### config.mk
export PLATFORM = sky130hd
export DESIGN_NAME = rv_decode_top
export DESIGN_NICKNAME = d
export VERILOG_FILES = /design/src/rtl/rv_decode_pkg.sv /design/src/rtl/sync_fifo.sv /design/src/rtl/cl_decode.sv /design/src/rtl/decode_stage.sv /design/src/rtl/wb_decode_port.sv /design/src/rtl/rv_decode_top.sv
export SDC_FILE = /design/constraint.sdc
export NUM_CORES = 1
export LEC_CHECK = 0
export BUFFER_PORTS_ARGS = -buffer_cell sky130_fd_sc_hd__buf_4
export CORE_UTILIZATION = 25
export CTS_BUF_LIST = sky130_fd_sc_hd__clkbuf_16
export DETAILED_ROUTE_END_ITERATION = 6
export GPL_ROUTABILITY_DRIVEN = 0
export PLACE_DENSITY = 0.53
export REMOVE_ABC_BUFFERS = 1
export SLEW_MARGIN = 20
export SYNTH_ARGS = -nofsm -noshare
export SYNTH_HDL_FRONTEND = slang
export SYNTH_SLANG_ARGS = --single-unit
### constraint.sdc
create_clock -name clk_i -period 3.4 [get_ports clk_i]
set_clock_uncertainty 0.05 [all_clocks]
set_input_delay 1.02 -clock clk_i [delete_from_list [all_inputs] [get_ports clk_i]]
set_output_delay 1.02 -clock clk_i [all_outputs]
set_load 0.03 [all_outputs]
### src/rtl/rv_decode_pkg.sv
package rv_decode_pkg;

    // RV32 major opcodes
    localparam logic [6:0] RV32_LUI_OP   = 7'b0110111;
    localparam logic [6:0] RV32_AUIPC_OP = 7'b0010111;
    localparam logic [6:0] RV32_JAL_OP   = 7'b1101111;
    localparam logic [6:0] RV32_JALR_OP  = 7'b1100111;
    localparam logic [6:0] RV32_BRANCH   = 7'b1100011;
    localparam logic [6:0] RV32_LOAD     = 7'b0000011;
    localparam logic [6:0] RV32_STORE    = 7'b0100011;
    localparam logic [6:0] RV32_OP_IMM   = 7'b0010011;
    localparam logic [6:0] RV32_OP       = 7'b0110011;
    localparam logic [6:0] RV32_AMO      = 7'b0101111;

    // Standard R-type field positions
    typedef struct packed {
        logic [6:0] funct7;
        logic [4:0] rs2;
        logic [4:0] rs1;
        logic [2:0] funct3;
        logic [4:0] rd;
        logic [6:0] op;
    } instr_t;

    // Decode record, MSB first
    typedef struct packed {
        logic op_writes_rf;
        logic is_mem_op;
        logic is_byte_op;
        logic is_hex_op;
        logic is_load_op;
        logic is_load_unsigned;
        logic is_store_op;
        logic is_branch_op;
        logic is_jump_op;
        logic op_reads_rf1;
        logic op_reads_rf2;
        logic op_is_auipc;
    } decode_s;

    // Register codes taken from wb_adr_i[3:2]
    localparam logic [1:0] ADDR_INSTR  = 2'd0;
    localparam logic [1:0] ADDR_RESULT = 2'd1;
    localparam logic [1:0] ADDR_STATUS = 2'd2;

    localparam int RESULT_VALID_BIT = 31;
    localparam int DECODE_W         = $bits(decode_s);

    // Valid flag on top, record in the low bits
    function automatic logic [31:0] result_word(input logic    valid,
                                                input decode_s rec);
        logic [31:0] word;
        word                   = '0;
        word[RESULT_VALID_BIT] = valid;
        word[DECODE_W-1:0]     = rec;
        return word;
    endfunction

    function automatic logic [31:0] status_word(input logic [7:0] instr_count,
                                                input logic [7:0] result_count);
        logic [31:0] word;
        word        = '0;
        word[7:0]   = instr_count;
        word[15:8]  = result_count;
        return word;
    endfunction

endpackage

### src/rtl/sync_fifo.sv
`timescale 1ns/1ps

module sync_fifo #(
    parameter type         payload_t  = logic [31:0],
    parameter int unsigned FIFO_DEPTH = 4
) (
    input  logic       clk_i,
    input  logic       rst_n_i,
    input  logic       push_i,
    input  payload_t   push_data_i,
    output logic       full_o,
    input  logic       pop_i,
    output payload_t   pop_data_o,
    output logic       empty_o,
    output logic [7:0] count_o
);

    localparam int unsigned PTR_W = $clog2(FIFO_DEPTH);

    payload_t         mem_q [FIFO_DEPTH];
    logic [PTR_W-1:0] wr_ptr_q;
    logic [PTR_W-1:0] rd_ptr_q;
    logic [7:0]       count_q;
    logic             push_ok;
    logic             pop_ok;

    assign full_o  = (count_q == 8'(FIFO_DEPTH));
    assign empty_o = (count_q == 8'd0);
    assign count_o = count_q;

    assign push_ok = push_i && !full_o;
    assign pop_ok  = pop_i && !empty_o;

    // Head entry is visible without a pop
    assign pop_data_o = mem_q[rd_ptr_q];

    always_ff @(posedge clk_i) begin
        if (push_ok) begin
            mem_q[wr_ptr_q] <= push_data_i;
        end
    end

    // Depth is a power of two so the pointers wrap on their own
    always_ff @(posedge clk_i or negedge rst_n_i) begin
        if (!rst_n_i) begin
            wr_ptr_q <= '0;
            rd_ptr_q <= '0;
            count_q  <= '0;
        end else begin
            if (push_ok) begin
                wr_ptr_q <= wr_ptr_q + 1'b1;
            end
            if (pop_ok) begin
                rd_ptr_q <= rd_ptr_q + 1'b1;
            end
            case ({push_ok, pop_ok})
                2'b10:   count_q <= count_q + 8'd1;
                2'b01:   count_q <= count_q - 8'd1;
                default: count_q <= count_q;
            endcase
        end
    end

    // Producers must respect full
    assert property (@(posedge clk_i) disable iff (!rst_n_i) push_i |-> !full_o)
        else $error("sync_fifo: push while full");

    // Consumers must respect empty
    assert property (@(posedge clk_i) disable iff (!rst_n_i) pop_i |-> !empty_o)
        else $error("sync_fifo: pop while empty");

endmodule

### src/rtl/cl_decode.sv
`timescale 1ns/1ps

module cl_decode (
    input  rv_decode_pkg::instr_t  instruction_i,
    output rv_decode_pkg::decode_s decode_o
);

    import rv_decode_pkg::*;

    logic op_writes_rf;
    logic mem_op;
    logic byte_op;
    logic hex_op;
    logic load_op;
    logic load_unsigned;
    logic store_op;
    logic branch_op;
    logic jump_op;
    logic reads_rf1;
    logic reads_rf2;
    logic is_auipc;

    // Writes a destination register
    always_comb begin
        unique case (instruction_i.op)
            RV32_LUI_OP, RV32_AUIPC_OP, RV32_JAL_OP, RV32_JALR_OP,
            RV32_LOAD,   RV32_OP,       RV32_OP_IMM, RV32_AMO:
                op_writes_rf = 1'b1;
            default:
                op_writes_rf = 1'b0;
        endcase
    end

    // Data memory access
    always_comb begin
        unique case (instruction_i.op)
            RV32_LOAD, RV32_STORE: mem_op = 1'b1;
            default:               mem_op = 1'b0;
        endcase
    end

    // Access width from funct3[1:0], only meaningful for memory ops
    always_comb begin
        unique case (instruction_i.funct3[1:0])
            2'b00:   byte_op = mem_op;
            default: byte_op = 1'b0;
        endcase
    end

    always_comb begin
        unique case (instruction_i.funct3[1:0])
            2'b01:   hex_op = mem_op;
            default: hex_op = 1'b0;
        endcase
    end

    always_comb begin
        unique case (instruction_i.op)
            RV32_LOAD: load_op = 1'b1;
            default:   load_op = 1'b0;
        endcase
    end

    // LBU and LHU set funct3[2]
    assign load_unsigned = instruction_i.funct3[2] ? load_op : 1'b0;

    always_comb begin
        unique case (instruction_i.op)
            RV32_STORE: store_op = 1'b1;
            default:    store_op = 1'b0;
        endcase
    end

    // Conditional branches only
    always_comb begin
        unique case (instruction_i.op)
            RV32_BRANCH: branch_op = 1'b1;
            default:     branch_op = 1'b0;
        endcase
    end

    always_comb begin
        unique case (instruction_i.op)
            RV32_JAL_OP, RV32_JALR_OP: jump_op = 1'b1;
            default:                   jump_op = 1'b0;
        endcase
    end

    // Source register rs1 is read
    always_comb begin
        unique case (instruction_i.op)
            RV32_JALR_OP, RV32_BRANCH, RV32_LOAD, RV32_STORE,
            RV32_OP,      RV32_OP_IMM, RV32_AMO:
                reads_rf1 = 1'b1;
            default:
                reads_rf1 = 1'b0;
        endcase
    end

    // Source register rs2 is read
    always_comb begin
        unique case (instruction_i.op)
            RV32_BRANCH, RV32_STORE, RV32_OP, RV32_AMO: reads_rf2 = 1'b1;
            default:                                    reads_rf2 = 1'b0;
        endcase
    end

    assign is_auipc = (instruction_i.op == RV32_AUIPC_OP);

    assign decode_o = '{
        op_writes_rf:     op_writes_rf,
        is_mem_op:        mem_op,
        is_byte_op:       byte_op,
        is_hex_op:        hex_op,
        is_load_op:       load_op,
        is_load_unsigned: load_unsigned,
        is_store_op:      store_op,
        is_branch_op:     branch_op,
        is_jump_op:       jump_op,
        op_reads_rf1:     reads_rf1,
        op_reads_rf2:     reads_rf2,
        op_is_auipc:      is_auipc
    };

endmodule

### src/rtl/decode_stage.sv
`timescale 1ns/1ps

module decode_stage (
    input  logic                   clk_i,
    input  logic                   rst_n_i,
    input  rv_decode_pkg::instr_t  instr_i,
    input  logic                   instr_empty_i,
    output logic                   instr_pop_o,
    output rv_decode_pkg::decode_s result_o,
    output logic                   result_push_o,
    input  logic                   result_full_i
);

    import rv_decode_pkg::*;

    decode_s dec_d;
    decode_s rec_q;
    logic    valid_q;
    logic    load;

    cl_decode u_cl_decode (
        .instruction_i (instr_i),
        .decode_o      (dec_d)
    );

    // Held record leaves whenever the result FIFO has room
    assign result_push_o = valid_q && !result_full_i;
    assign result_o      = rec_q;

    // Refill when the register is empty or draining this cycle
    assign load        = !instr_empty_i && (!valid_q || result_push_o);
    assign instr_pop_o = load;

    always_ff @(posedge clk_i or negedge rst_n_i) begin
        if (!rst_n_i) begin
            valid_q <= 1'b0;
        end else if (load) begin
            valid_q <= 1'b1;
        end else if (result_push_o) begin
            valid_q <= 1'b0;
        end
    end

    always_ff @(posedge clk_i) begin
        if (load) begin
            rec_q <= dec_d;
        end
    end

    // A stalled record must not change before it is pushed
    assert property (@(posedge clk_i) disable iff (!rst_n_i)
        (valid_q && result_full_i) |=> (valid_q && $stable(rec_q)))
        else $error("decode_stage: held record changed while stalled");

endmodule

### src/rtl/wb_decode_port.sv
`timescale 1ns/1ps

module wb_decode_port (
    input  logic                   clk_i,
    input  logic                   rst_n_i,
    input  logic                   wb_cyc_i,
    input  logic                   wb_stb_i,
    input  logic                   wb_we_i,
    input  logic [3:0]             wb_adr_i,
    input  logic [31:0]            wb_dat_i,
    input  logic [3:0]             wb_sel_i,
    output logic                   wb_ack_o,
    output logic [31:0]            wb_dat_o,
    output logic                   instr_push_o,
    output rv_decode_pkg::instr_t  instr_data_o,
    input  logic                   instr_full_i,
    input  logic [7:0]             instr_count_i,
    output logic                   result_pop_o,
    input  rv_decode_pkg::decode_s result_data_i,
    input  logic                   result_empty_i,
    input  logic [7:0]             result_count_i
);

    import rv_decode_pkg::*;

    logic [1:0]  adr_code;
    logic        req;
    logic        wr_instr;
    logic        rd_result;
    logic        rd_status;
    logic        ack_d;
    logic        ack_q;
    logic [31:0] rdata_d;
    logic [31:0] dat_q;

    // Byte lanes are ignored since every access moves a full word
    assign adr_code = wb_adr_i[3:2];

    // The cycle with ack out is the tail of the old request and starts nothing new
    assign req = wb_cyc_i && wb_stb_i && !ack_q;

    assign wr_instr  = req && wb_we_i && (adr_code == ADDR_INSTR);
    assign rd_result = req && !wb_we_i && (adr_code == ADDR_RESULT);
    assign rd_status = req && !wb_we_i && (adr_code == ADDR_STATUS);

    assign instr_push_o = wr_instr && !instr_full_i;
    assign instr_data_o = wb_dat_i;
    assign result_pop_o = rd_result && !result_empty_i;

    // Instruction writes wait for space while everything else acks next cycle
    assign ack_d = req && !(wr_instr && instr_full_i);

    always_comb begin
        rdata_d = '0;
        if (result_pop_o) begin
            rdata_d = result_word(1'b1, result_data_i);
        end else if (rd_status) begin
            rdata_d = status_word(instr_count_i, result_count_i);
        end
    end

    always_ff @(posedge clk_i or negedge rst_n_i) begin
        if (!rst_n_i) begin
            ack_q <= 1'b0;
        end else begin
            ack_q <= ack_d;
        end
    end

    always_ff @(posedge clk_i) begin
        if (ack_d) begin
            dat_q <= rdata_d;
        end
    end

    assign wb_ack_o = ack_q;
    assign wb_dat_o = dat_q;

    // Ack only rises while the master still holds its request
    assert property (@(posedge clk_i) disable iff (!rst_n_i)
        $rose(wb_ack_o) |-> (wb_cyc_i && wb_stb_i))
        else $error("wb_decode_port: ack without a request");

endmodule

### src/rtl/rv_decode_top.sv
`timescale 1ns/1ps

module rv_decode_top #(
    parameter int unsigned FIFO_DEPTH = 4
) (
    input  logic        clk_i,
    input  logic        rst_n_i,
    input  logic        wb_cyc_i,
    input  logic        wb_stb_i,
    input  logic        wb_we_i,
    input  logic [3:0]  wb_adr_i,
    input  logic [31:0] wb_dat_i,
    input  logic [3:0]  wb_sel_i,
    output logic        wb_ack_o,
    output logic [31:0] wb_dat_o
);

    import rv_decode_pkg::*;

    // Instruction side
    logic       instr_push;
    instr_t     instr_wdata;
    logic       instr_full;
    logic       instr_pop;
    instr_t     instr_head;
    logic       instr_empty;
    logic [7:0] instr_count;

    // Result side
    logic       result_push;
    decode_s    result_wdata;
    logic       result_full;
    logic       result_pop;
    decode_s    result_head;
    logic       result_empty;
    logic [7:0] result_count;

    wb_decode_port u_port (
        .clk_i          (clk_i),
        .rst_n_i        (rst_n_i),
        .wb_cyc_i       (wb_cyc_i),
        .wb_stb_i       (wb_stb_i),
        .wb_we_i        (wb_we_i),
        .wb_adr_i       (wb_adr_i),
        .wb_dat_i       (wb_dat_i),
        .wb_sel_i       (wb_sel_i),
        .wb_ack_o       (wb_ack_o),
        .wb_dat_o       (wb_dat_o),
        .instr_push_o   (instr_push),
        .instr_data_o   (instr_wdata),
        .instr_full_i   (instr_full),
        .instr_count_i  (instr_count),
        .result_pop_o   (result_pop),
        .result_data_i  (result_head),
        .result_empty_i (result_empty),
        .result_count_i (result_count)
    );

    sync_fifo #(
        .payload_t  (instr_t),
        .FIFO_DEPTH (FIFO_DEPTH)
    ) u_instr_fifo (
        .clk_i       (clk_i),
        .rst_n_i     (rst_n_i),
        .push_i      (instr_push),
        .push_data_i (instr_wdata),
        .full_o      (instr_full),
        .pop_i       (instr_pop),
        .pop_data_o  (instr_head),
        .empty_o     (instr_empty),
        .count_o     (instr_count)
    );

    decode_stage u_decode_stage (
        .clk_i         (clk_i),
        .rst_n_i       (rst_n_i),
        .instr_i       (instr_head),
        .instr_empty_i (instr_empty),
        .instr_pop_o   (instr_pop),
        .result_o      (result_wdata),
        .result_push_o (result_push),
        .result_full_i (result_full)
    );

    sync_fifo #(
        .payload_t  (decode_s),
        .FIFO_DEPTH (FIFO_DEPTH)
    ) u_result_fifo (
        .clk_i       (clk_i),
        .rst_n_i     (rst_n_i),
        .push_i      (result_push),
        .push_data_i (result_wdata),
        .full_o      (result_full),
        .pop_i       (result_pop),
        .pop_data_o  (result_head),
        .empty_o     (result_empty),
        .count_o     (result_count)
    );

endmodule

==> results of run 1 <==
==> critical path, delay by kind of cell, from the launching register on <==
family          cells  cell delay (ns)
flops               1             0.42
compound gates      3             0.39
buf+inv             2             0.25
simple gates        5             1.47
fa+ha+maj           2             0.50
==> flip-flops by register name, summed over array words and instances, names as in the netlist <==
register,count
u_port.wb_ack_o,1
u_result_fifo.mem_q,48
u_instr_fifo.mem_q,40
u_result_fifo.wr_ptr_q,2
u_instr_fifo.rd_ptr_q,2
u_result_fifo.rd_ptr_q,2
u_instr_fifo.wr_ptr_q,2
u_port.wb_dat_o,17
u_decode_stage.result_o,12
u_decode_stage.valid_q,1
u_instr_fifo.count_o,8
u_result_fifo.count_o,8
==> cells in the mapped netlist (4+ instances only) <==
master,instances
edfxtp_1,117
dfrtp_1,26
nand2_1,25
ha_1,22
o21ai_0,22
inv_1,17
buf_4,15
mux4_2,15
a22o_1,12
nor2_1,11
xor2_1,10
and2_1,9
clkbuf_1,9
nor3b_1,8
a211oi_1,6
a21oi_1,6
mux4_1,6
xnor2_1,6
and3_1,5
nand2b_1,4
nand3_1,4
o21a_1,4
==> power breakdown <==
group          switching [W]  leakage, nW  total, W  internal, W
Clock               0.000703        0.325   0.00208      0.00137
Combinational       0.000857         1.17   0.00166     0.000804
Sequential          0.000325         1.44   0.00270      0.00238
==> logic make-up (layout without fill, tap and decap cells) <==
group                      count (synthesis)  in the layout
muxes                                     22             22
xor gates and xnor gates                  16             16
other                                      1             15
DFF                                      143            143
buffers and inverters                     43            112
adders and majority gates                 24             24
AOI/OAI and AO/OA                         64             64
and+or+nand+nor                           92             92
==> stage by stage <==
stage	total power [W]	instances
6_report	0.00644	812
3_3_place_gp	0.00432	780
4_1_cts	0.00651	812
5_1_grt	0.00680	812
3_5_place_dp	0.00441	780
2_1_floorplan	0.00381	393
==> metal layers <==
layer | part of all wire [%] | routed length [um] | GRT usage [%]
met3 | 4.2 | 481 | 2.98
met5 | 0 | 0 | 0
met2 | 50 | 5640 | 15.9
met1 | 45 | 5130 | 11.2
met4 | 1.2 | 132 | 2.96
==> path summary, 6_finish.rpt <==
path	cells after the start	to	slack, ns	start
max	12	u_instr_fifo.count_o[6]	0.26	u_instr_fifo.count_o[4]
min	0	u_result_fifo.mem_q[0][11]	0.44	u_decode_stage.result_o[11]
max reg2reg	12	u_instr_fifo.count_o[6]	0.26	u_instr_fifo.count_o[4]
min reg2reg	0	u_result_fifo.mem_q[0][11]	0.44	u_decode_stage.result_o[11]
max in group asynchronous	1	u_result_fifo.rd_ptr_q[0]	2.51	rst_n_i
min in group asynchronous	1	u_instr_fifo.count_o[6]	0.49	rst_n_i
==> final cells by class <==
cell class	instances	area share, %
sequential	143	53.4
multi-input combinational	233	25.9
tap	324	5.20
clock inverter	15	3.10
timing repair buffer	63	6.07
inverter	17	0.819
clock buffer	17	5.46
==> repair_timing <==
item                                    in CTS  in global routing
hold endpoints to repair                     0                  0
gates resized for setup                      0                  6
endpoints found under the setup margin       0                  4
buffers inserted                             0                  0
==> flow_metrics.tcl, run 1 <==
set metrics [dict create \
    fmax_mhz 319 \
    postRouteAntennaNets 0 \
    multi_input_area_sq_um 2020 \
    finish.instance_area_sq_um 7790 \
    finalHoldViolCount 0 \
    synth_flop_cell "edfxtp_1" \
    synth_cell_type_count 49 \
    start_util_pct 25.7 \
    syn_area_sq_um 6330 \
    io_pins 78 \
    core_area_sq_um 24600 \
    outcome "complete, no violations" \
    drive_gt1_share_pct 25.4 \
    synthSimpleGateAreaFrac_pct 8.56 \
    htree_levels 4 \
    fillers 2403 \
    synth.avg_cell_area_sq_um 15.6 \
    portBuffers 34 \
    final_core_util_pct 31.7 \
    synth.area.top_cells "edfxtp_1 (55%), dfrtp_1 (10%), mux4_2 (5.3%), ha_1 (4.3%), mux4_1 (2.5%)" \
    vdd.ir_drop.worst_mv 0.379 \
    critical_path_class "flop to flop" \
    routedWlPerCell_um 14.0 \
    cap_violations 0 \
    min_period_ns 3.14 \
    die_y_um 161 \
    tightest_slew_ns 0.857 \
    rows 57 \
    synth-seq-cells 143 \
    clkSinkCount 143 \
    cts_tree "done" \
    finalWorstSetupSlack_ns 0.262 \
    dr_total_vias 3498 \
    grt_max_degree 27 \
    worstHoldPathType "flop to flop" \
    fin_nets 544 \
    path_max_fanout 5 \
    synth_top_area_share_pct 55.5 \
    cts_buffer_depth 2 \
    drv_slew 0 \
    mostFrequentLayoutCells "edfxtp_1 (117), buf_4 (63), dfrtp_1 (26), nand2_1 (25)" \
    grt_overflow_total 0 \
    crit_slowest_cell "or4_1" \
    yosys_warnings 0 \
    postPlaceCellArea_sq_um 7110 \
    synthAdderAreaFrac_pct 4.98 \
    syn_inst 405 \
    fp.dieW_um 161 \
    fin_crit_sh_pct 92.3 \
    synth_xor_area_share_pct 2.21 \
    final_common_cell "edfxtp_1" \
    place_hpwl_um 8010 \
    endpoint_kind "flop" \
    power.density_nw_per_um2 826 \
    hold_buffers 0 \
    yosys.area.top_type "edfxtp_1" \
    grt_pass1_wl_um 18400 \
    antenna_found_initial 0 \
    ys_async_sr_fraction_pct 18.2 \
    dieArea_sq_um 26000 \
    cts_made_buffers 17 \
    diodes 0 \
    cp_slowest_stage_delay_ns 0.56 \
    cp_common_cell "or4_1" \
    relSlewSlack_pct 42.8 \
    required_ns 3.70 \
    layout.area.seq_sq_um 4160 \
    synth_compound_area_share_pct 6.86 \
    synth_top_family_by_area "simple AND/OR/NAND/NOR gates" \
    area_growth_pct 23.1 \
    clk_latency_ns 0.41 \
    viasPerCell 4.31 \
    crit_chain "or4_1 > nor4_2 > buf_4 > a21oi_1 > inv_1 > ha_2 > ha_1 > nor2b_1 > o21ai_1 > a21boi_0 > or4_1 > nand3_1" \
    grt_pass1_vias 3626 \
    setup_viol 0 \
    p_leak_nw 2.94 \
    path_clk_slew_ns 0.06 \
    synthMuxAreaShare_pct 7.98 \
    synth_edf_count 117 \
    wl_um 11400 \
    setup_tns_ns 0 \
    firstDrtPassIters 4 \
    post-place-ws_ns -0.185 \
    first_iter_violations 116 \
    clockRootBuffer "clkbuf_16" \
    cp-start-kind "flop" \
    rsz0062_at_grt "false" \
    remaining_drc_errors 0 \
    critPathArrivalTime_ns 3.43 \
    grt_usage_pct 9.33 \
    holdWs_ns 0.442 \
    yosysSeqAreaShare_pct 65.8 \
]
Power figures use the tool's default switching activity.
==> run 2: changes to the inputs <==
--- a/config.mk
+++ b/config.mk
@@ -11,6 +11,7 @@
 export DETAILED_ROUTE_END_ITERATION = 6
 export GPL_ROUTABILITY_DRIVEN = 0
 export PLACE_DENSITY = 0.53
+export RECOVER_POWER = 25
 export REMOVE_ABC_BUFFERS = 1
 export SLEW_MARGIN = 20
 export SYNTH_ARGS = -nofsm -noshare
==> run 2 against run 1 <==
The flow now finishes with violations (capacitance limit, slew limit). Global-route usage unchanged. Die area stayed put. Non-clock buffer count unchanged. Sequential share of layout area is 0.077 points higher. First-iteration DRC count is 0.86% higher. Design area shrank 0.14%. Critical endpoint unchanged. Largest cell class unchanged. Largest power group unchanged.
==> flow_metrics.tcl, run 2 (synthesized netlist as in run 1, its figures left out) <==
set metrics [dict create \
    critical_path_class "flop to flop" \
    postPlaceCellArea_sq_um 7110 \
    cts_buffer_depth 2 \
    cp-endpoint "u_instr_fifo.count_o[6]" \
    path_clk_slew_ns 0.06 \
    rr_worst_depth 12 \
    dieArea_sq_um 26000 \
    crit_start "u_instr_fifo.count_o[4]" \
    htree_levels 4 \
    worstHoldPathType "flop to flop" \
    grt_overflow_total 0 \
    remaining_drc_errors 0 \
    cts_tree "done" \
    grt_pass1_vias 3626 \
    relSlewSlack_pct -15.2 \
    fmax_mhz 319 \
    violations "capacitance limit, slew limit" \
    cts_made_buffers 17 \
    dr_wl_met3_um 482 \
    core_area_sq_um 24600 \
    fin_crit_sh_pct 92.3 \
    routedWlPerCell_um 14.0 \
    antenna_found_initial 0 \
    vdd.ir_drop.worst_mv 0.379 \
    reg2reg_slack_ns 0.26 \
    cts_resized 0 \
    final_common_cell "edfxtp_1" \
    outcome "finished, violations left" \
    reg2reg_from "u_instr_fifo.count_o[4]" \
    cp-start-kind "flop" \
    p_leak_nw 2.93 \
    fin_nets 544 \
    path_max_fanout 5 \
    clkSinkCount 143 \
    power.density_nw_per_um2 827 \
    fillers 2403 \
    drive_gt1_share_pct 24.8 \
    crit_chain "or4_1 > nor4_2 > buf_4 > a21oi_1 > inv_1 > ha_2 > ha_1 > nor2b_1 > o21ai_1 > a21boi_0 > or4_1 > nand3_1" \
    fp.dieW_um 161 \
    rr_endpoint "u_instr_fifo.count_o[6]" \
    clk_latency_ns 0.41 \
    highest_layer "met4" \
    rsz0062_at_grt "false" \
    firstDrtPassIters 4 \
    grt_max_degree 27 \
    start_util_pct 25.7 \
    hold_buffers 0 \
    crit_slowest_cell "or4_1" \
    viasPerCell 4.31 \
    critPathArrivalTime_ns 3.43 \
    wl_met1_um 5140 \
    portBuffers 34 \
    area_growth_pct 22.9 \
    die_y_um 161 \
    first_iter_violations 117 \
    diodes 0 \
    postRouteAntennaNets 0 \
    tightest_slew_ns 1.73 \
    drv_slew 27 \
    mostFrequentLayoutCells "edfxtp_1 (117), buf_4 (60), dfrtp_1 (26), nand2_1 (25)" \
    finish.instance_area_sq_um 7780 \
    dr_total_vias 3497 \
    cap_violations 1 \
    largest-register "u_result_fifo.mem_q" \
    min_period_ns 3.14 \
    io_pins 78 \
    rows 57 \
    grt_usage_pct 9.33 \
    holdWs_ns 0.442 \
    finalHoldViolCount 0 \
    largest_reg_flops 48 \
    post_cts_buffers 0 \
    wl_um 11400 \
    min_path_cells 0 \
    dr_wl_met2_um 5640 \
    cp_common_cell "or4_1" \
    place_hpwl_um 8010 \
    endpoint_kind "flop" \
    clockRootBuffer "clkbuf_16" \
    required_ns 3.70 \
    setup_viol 0 \
    cp_slowest_stage_delay_ns 0.56 \
    grt_pass1_wl_um 18400 \
]
-- run 2: cell count changes in the layout (fill, tap and decap cells not counted), sizes merged --
cell    delta
clkbuf     +3
buf        -3
-- run 2: layout make-up --
type                       count  area (sq um)  area share [%]
timing repair buffer          63           462            5.93
clock inverter                15           241            3.10
inverter                      17          63.8           0.820
sequential                   143          4160            53.5
tap                          324           405            5.21
multi-input combinational    233          2020            26.0
clock buffer                  17           425            5.47
-- run 2: where the power goes --
part | internal, W | switching [W] | leakage, nW | total (W)
combinational | 0.000802 | 0.000857 | 1.16 | 0.00166
clock | 0.00137 | 0.000702 | 0.325 | 0.00208
sequential | 0.00238 | 0.000325 | 1.44 | 0.00270
-- run 2: worst max-delay path, delay by kind of cell, from the launching register on --
family	cells	cell delay, ns
simple gates	5	1.47
compound gates	3	0.39
flops	1	0.42
fa+ha+maj	2	0.50
buf+inv	2	0.25
-- run 2: worst min path at each step --
stage / from / to
2_1_floorplan: u_instr_fifo.count_o[7] / u_instr_fifo.count_o[7]
3_3_place_gp: u_decode_stage.result_o[0] / u_result_fifo.mem_q[2][0]
3_5_place_dp: u_decode_stage.result_o[11] / u_result_fifo.mem_q[2][11]
4_1_cts: u_decode_stage.result_o[11] / u_result_fifo.mem_q[2][11]
5_1_grt: u_decode_stage.result_o[0] / u_result_fifo.mem_q[2][0]
6_report: u_decode_stage.result_o[11] / u_result_fifo.mem_q[0][11]
-- run 2: routing by layer --
layer	global-route usage (%)	vias up
met4	2.96	0
met2	15.9	67
li1	-	1671
met5	0	-
met3	2.98	10
met1	11.2	1749
-- run 2: stage by stage --
stage               utilization (%)  power [W]  setup WS, ns  TNS (ns)  std cells
floorplan                         -    0.00381       -0.0444   -0.0444        393
global placement               28.9    0.00432        -0.193    -0.403        780
detailed placement             28.9    0.00441        -0.185    -0.556        780
CTS                            31.6    0.00651        0.0737         0        812
global route                   31.6    0.00680        0.0211         0        812
finish                         31.6    0.00644         0.262         0        812
==> run 3: changes to the inputs <==
--- a/config.mk
+++ b/config.mk
@@ -6,11 +6,13 @@
 export NUM_CORES = 1
 export LEC_CHECK = 0
 export BUFFER_PORTS_ARGS = -buffer_cell sky130_fd_sc_hd__buf_4
+export CELL_PAD_IN_SITES_DETAIL_PLACEMENT = 2
+export CELL_PAD_IN_SITES_GLOBAL_PLACEMENT = 2
 export CORE_UTILIZATION = 25
 export CTS_BUF_LIST = sky130_fd_sc_hd__clkbuf_16
 export DETAILED_ROUTE_END_ITERATION = 6
 export GPL_ROUTABILITY_DRIVEN = 0
-export PLACE_DENSITY = 0.53
+export PLACE_DENSITY = 0.65
 export RECOVER_POWER = 25
 export REMOVE_ABC_BUFFERS = 1
 export SLEW_MARGIN = 20
==> run 3 against run 2 <==
The run still ends with capacitance limit, slew limit left. Sequential cell count is the same. Design area grew 0.13%. Count of clock-buffer cells in the layout is the same. Power is essentially flat. Worst setup slack lost 0.054 ns. Via count grew 4.9%. Die area is the same. Combinational power grew 11%. Global-route usage grew 2.5 points. Largest power group unchanged.
==> flow_metrics.tcl, run 3 (synthesized netlist as in run 1, its figures left out) <==
set metrics [dict create \
    grt_overflow_total 0 \
    clockRootBuffer "clkbuf_16" \
    drv_slew 27 \
    place_hpwl_um 10100 \
    cp-start-kind "flop" \
    die_y_um 161 \
    grt_max_degree 27 \
    remaining_drc_errors 0 \
    cp-endpoint "u_instr_fifo.count_o[6]" \
    final_common_cell "edfxtp_1" \
    setup_tns_ns 0 \
    largest_reg_flops 48 \
    violations "capacitance limit, slew limit" \
    rr_endpoint "u_instr_fifo.count_o[6]" \
    gr-max-usage-layer "met2" \
    endpoint_kind "flop" \
    routedWlPerCell_um 17.5 \
    post_cts_buffers 0 \
    drive_gt1_share_pct 25.9 \
    crit_start "u_instr_fifo.count_o[5]" \
    met2_usage_pct 20.5 \
    largest-register "u_result_fifo.mem_q" \
    grtUsageMet1_pct 14.1 \
    first_iter_violations 158 \
    grt_usage_pct 11.8 \
    grt_pass1_wl_um 22800 \
    clkSinkCount 143 \
    postRouteAntennaNets 0 \
    vdd.ir_drop.worst_mv 0.302 \
    core_area_sq_um 24600 \
    setup_viol 0 \
    clk_latency_ns 0.42 \
    fmax_mhz 313 \
    holdWs_ns 0.460 \
    dieArea_sq_um 26000 \
    area_growth_pct 23.1 \
    finalHoldViolCount 0 \
    reg2reg_from "u_instr_fifo.count_o[5]" \
    cts_tree "done" \
    dr_total_vias 3670 \
    rsz0062_at_grt "false" \
    path_max_fanout 5 \
    min_period_ns 3.19 \
    fin_crit_sh_pct 93.9 \
    critical_path_class "flop to flop" \
    wl_um 14400 \
    start_util_pct 25.7 \
    postPlaceCellArea_sq_um 7190 \
    power.density_nw_per_um2 826 \
    worstHoldPathType "flop to flop" \
    reg2reg_slack_ns 0.21 \
    portBuffers 34 \
    hold_buffers 0 \
    rr_worst_depth 14 \
    p_leak_nw 2.95 \
    grtUsageMet3_pct 2.65 \
    cap_violations 1 \
    antenna_found_initial 1 \
    finish.instance_area_sq_um 7790 \
    fin_nets 555 \
    relSlewSlack_pct -23.6 \
    cts_made_buffers 17 \
    firstDrtPassIters 4 \
    htree_levels 4 \
    required_ns 3.70 \
    fp.dieW_um 161 \
    tightest_slew_ns 1.85 \
    diodes 0 \
    path_clk_slew_ns 0.06 \
    rows 57 \
    grt_pass1_vias 4084 \
    io_pins 78 \
    cts_resized 3 \
    cts_buffer_depth 2 \
    outcome "finished, violations left" \
    mostFrequentLayoutCells "edfxtp_1 (117), buf_4 (72), dfrtp_1 (26), nand2_1 (25), ha_1 (21)" \
    viasPerCell 4.46 \
    critPathArrivalTime_ns 3.49 \
]
-- run 3: cell count changes in the layout (fill, tap and decap cells not counted), sizes merged --
cell	previous run	this run
bufinv	6	3
inv	18	19
clkbuf	20	19
clkinvlp	1	3
buf	60	72
-- run 3: per-layer routing --
layer,wire length [um],vias to the layer above
li1,-,1688
met1,6260,1898
met2,7460,67
met3,431,17
met4,245,0
met5,0,-
-- run 3: layout make-up --
cell class | instances | area, sq um
fill | 2523 | 16800
clock buffer | 17 | 425
inverter | 17 | 63.8
tap | 324 | 405
multi-input combinational | 233 | 2030
clock inverter | 15 | 155
timing repair buffer | 74 | 548
sequential | 143 | 4160
-- run 3: worst min path at each step --
stage | start | to | slack [ns] | cells past startpoint
after floorplan | u_instr_fifo.count_o[7] | u_instr_fifo.count_o[7] | 0.41 | 1
after global placement | u_decode_stage.result_o[11] | u_result_fifo.mem_q[2][11] | 0.42 | 0
after detailed placement | u_decode_stage.result_o[11] | u_result_fifo.mem_q[2][11] | 0.44 | 0
after CTS | u_decode_stage.result_o[9] | u_result_fifo.mem_q[2][9] | 0.47 | 0
after global routing | u_decode_stage.result_o[0] | u_result_fifo.mem_q[0][0] | 0.49 | 0
final | u_result_fifo.count_o[7] | u_result_fifo.count_o[7] | 0.46 | 1
-- run 3: power by group --
group | internal, W | switching (W)
registers | 0.00238 | 0.000368
clock network | 0.00113 | 0.000706
logic | 0.000887 | 0.000960
total | 0.00440 | 0.00203
-- run 3: critical path, stage by stage, from the launching register on --
cell and delay (ns):
dfrtp_1 0.42, or4_4 0.56, nor4_4 0.22, a21oi_1 0.16
inv_1 0.08, ha_2 0.23, buf_4 0.16, inv_1 0.06
fa_1 0.39, nor2b_1 0.15, o21ai_1 0.11, a21boi_1 0.21
buf_4 0.15, o21ai_0 0.07, nand3_1 0.09
-- run 3: per-stage QoR --
stage               util [%]  instances  worst slack (ns)  power (W)
detailed placement      29.2        791            -0.451    0.00462
global placement        29.2        791            -0.299    0.00446
CTS                     31.6        823           0.00520    0.00652
finish                  31.7        823             0.208    0.00643
floorplan                  -        393           -0.0444    0.00381
global route            31.7        823            0.0150    0.00679
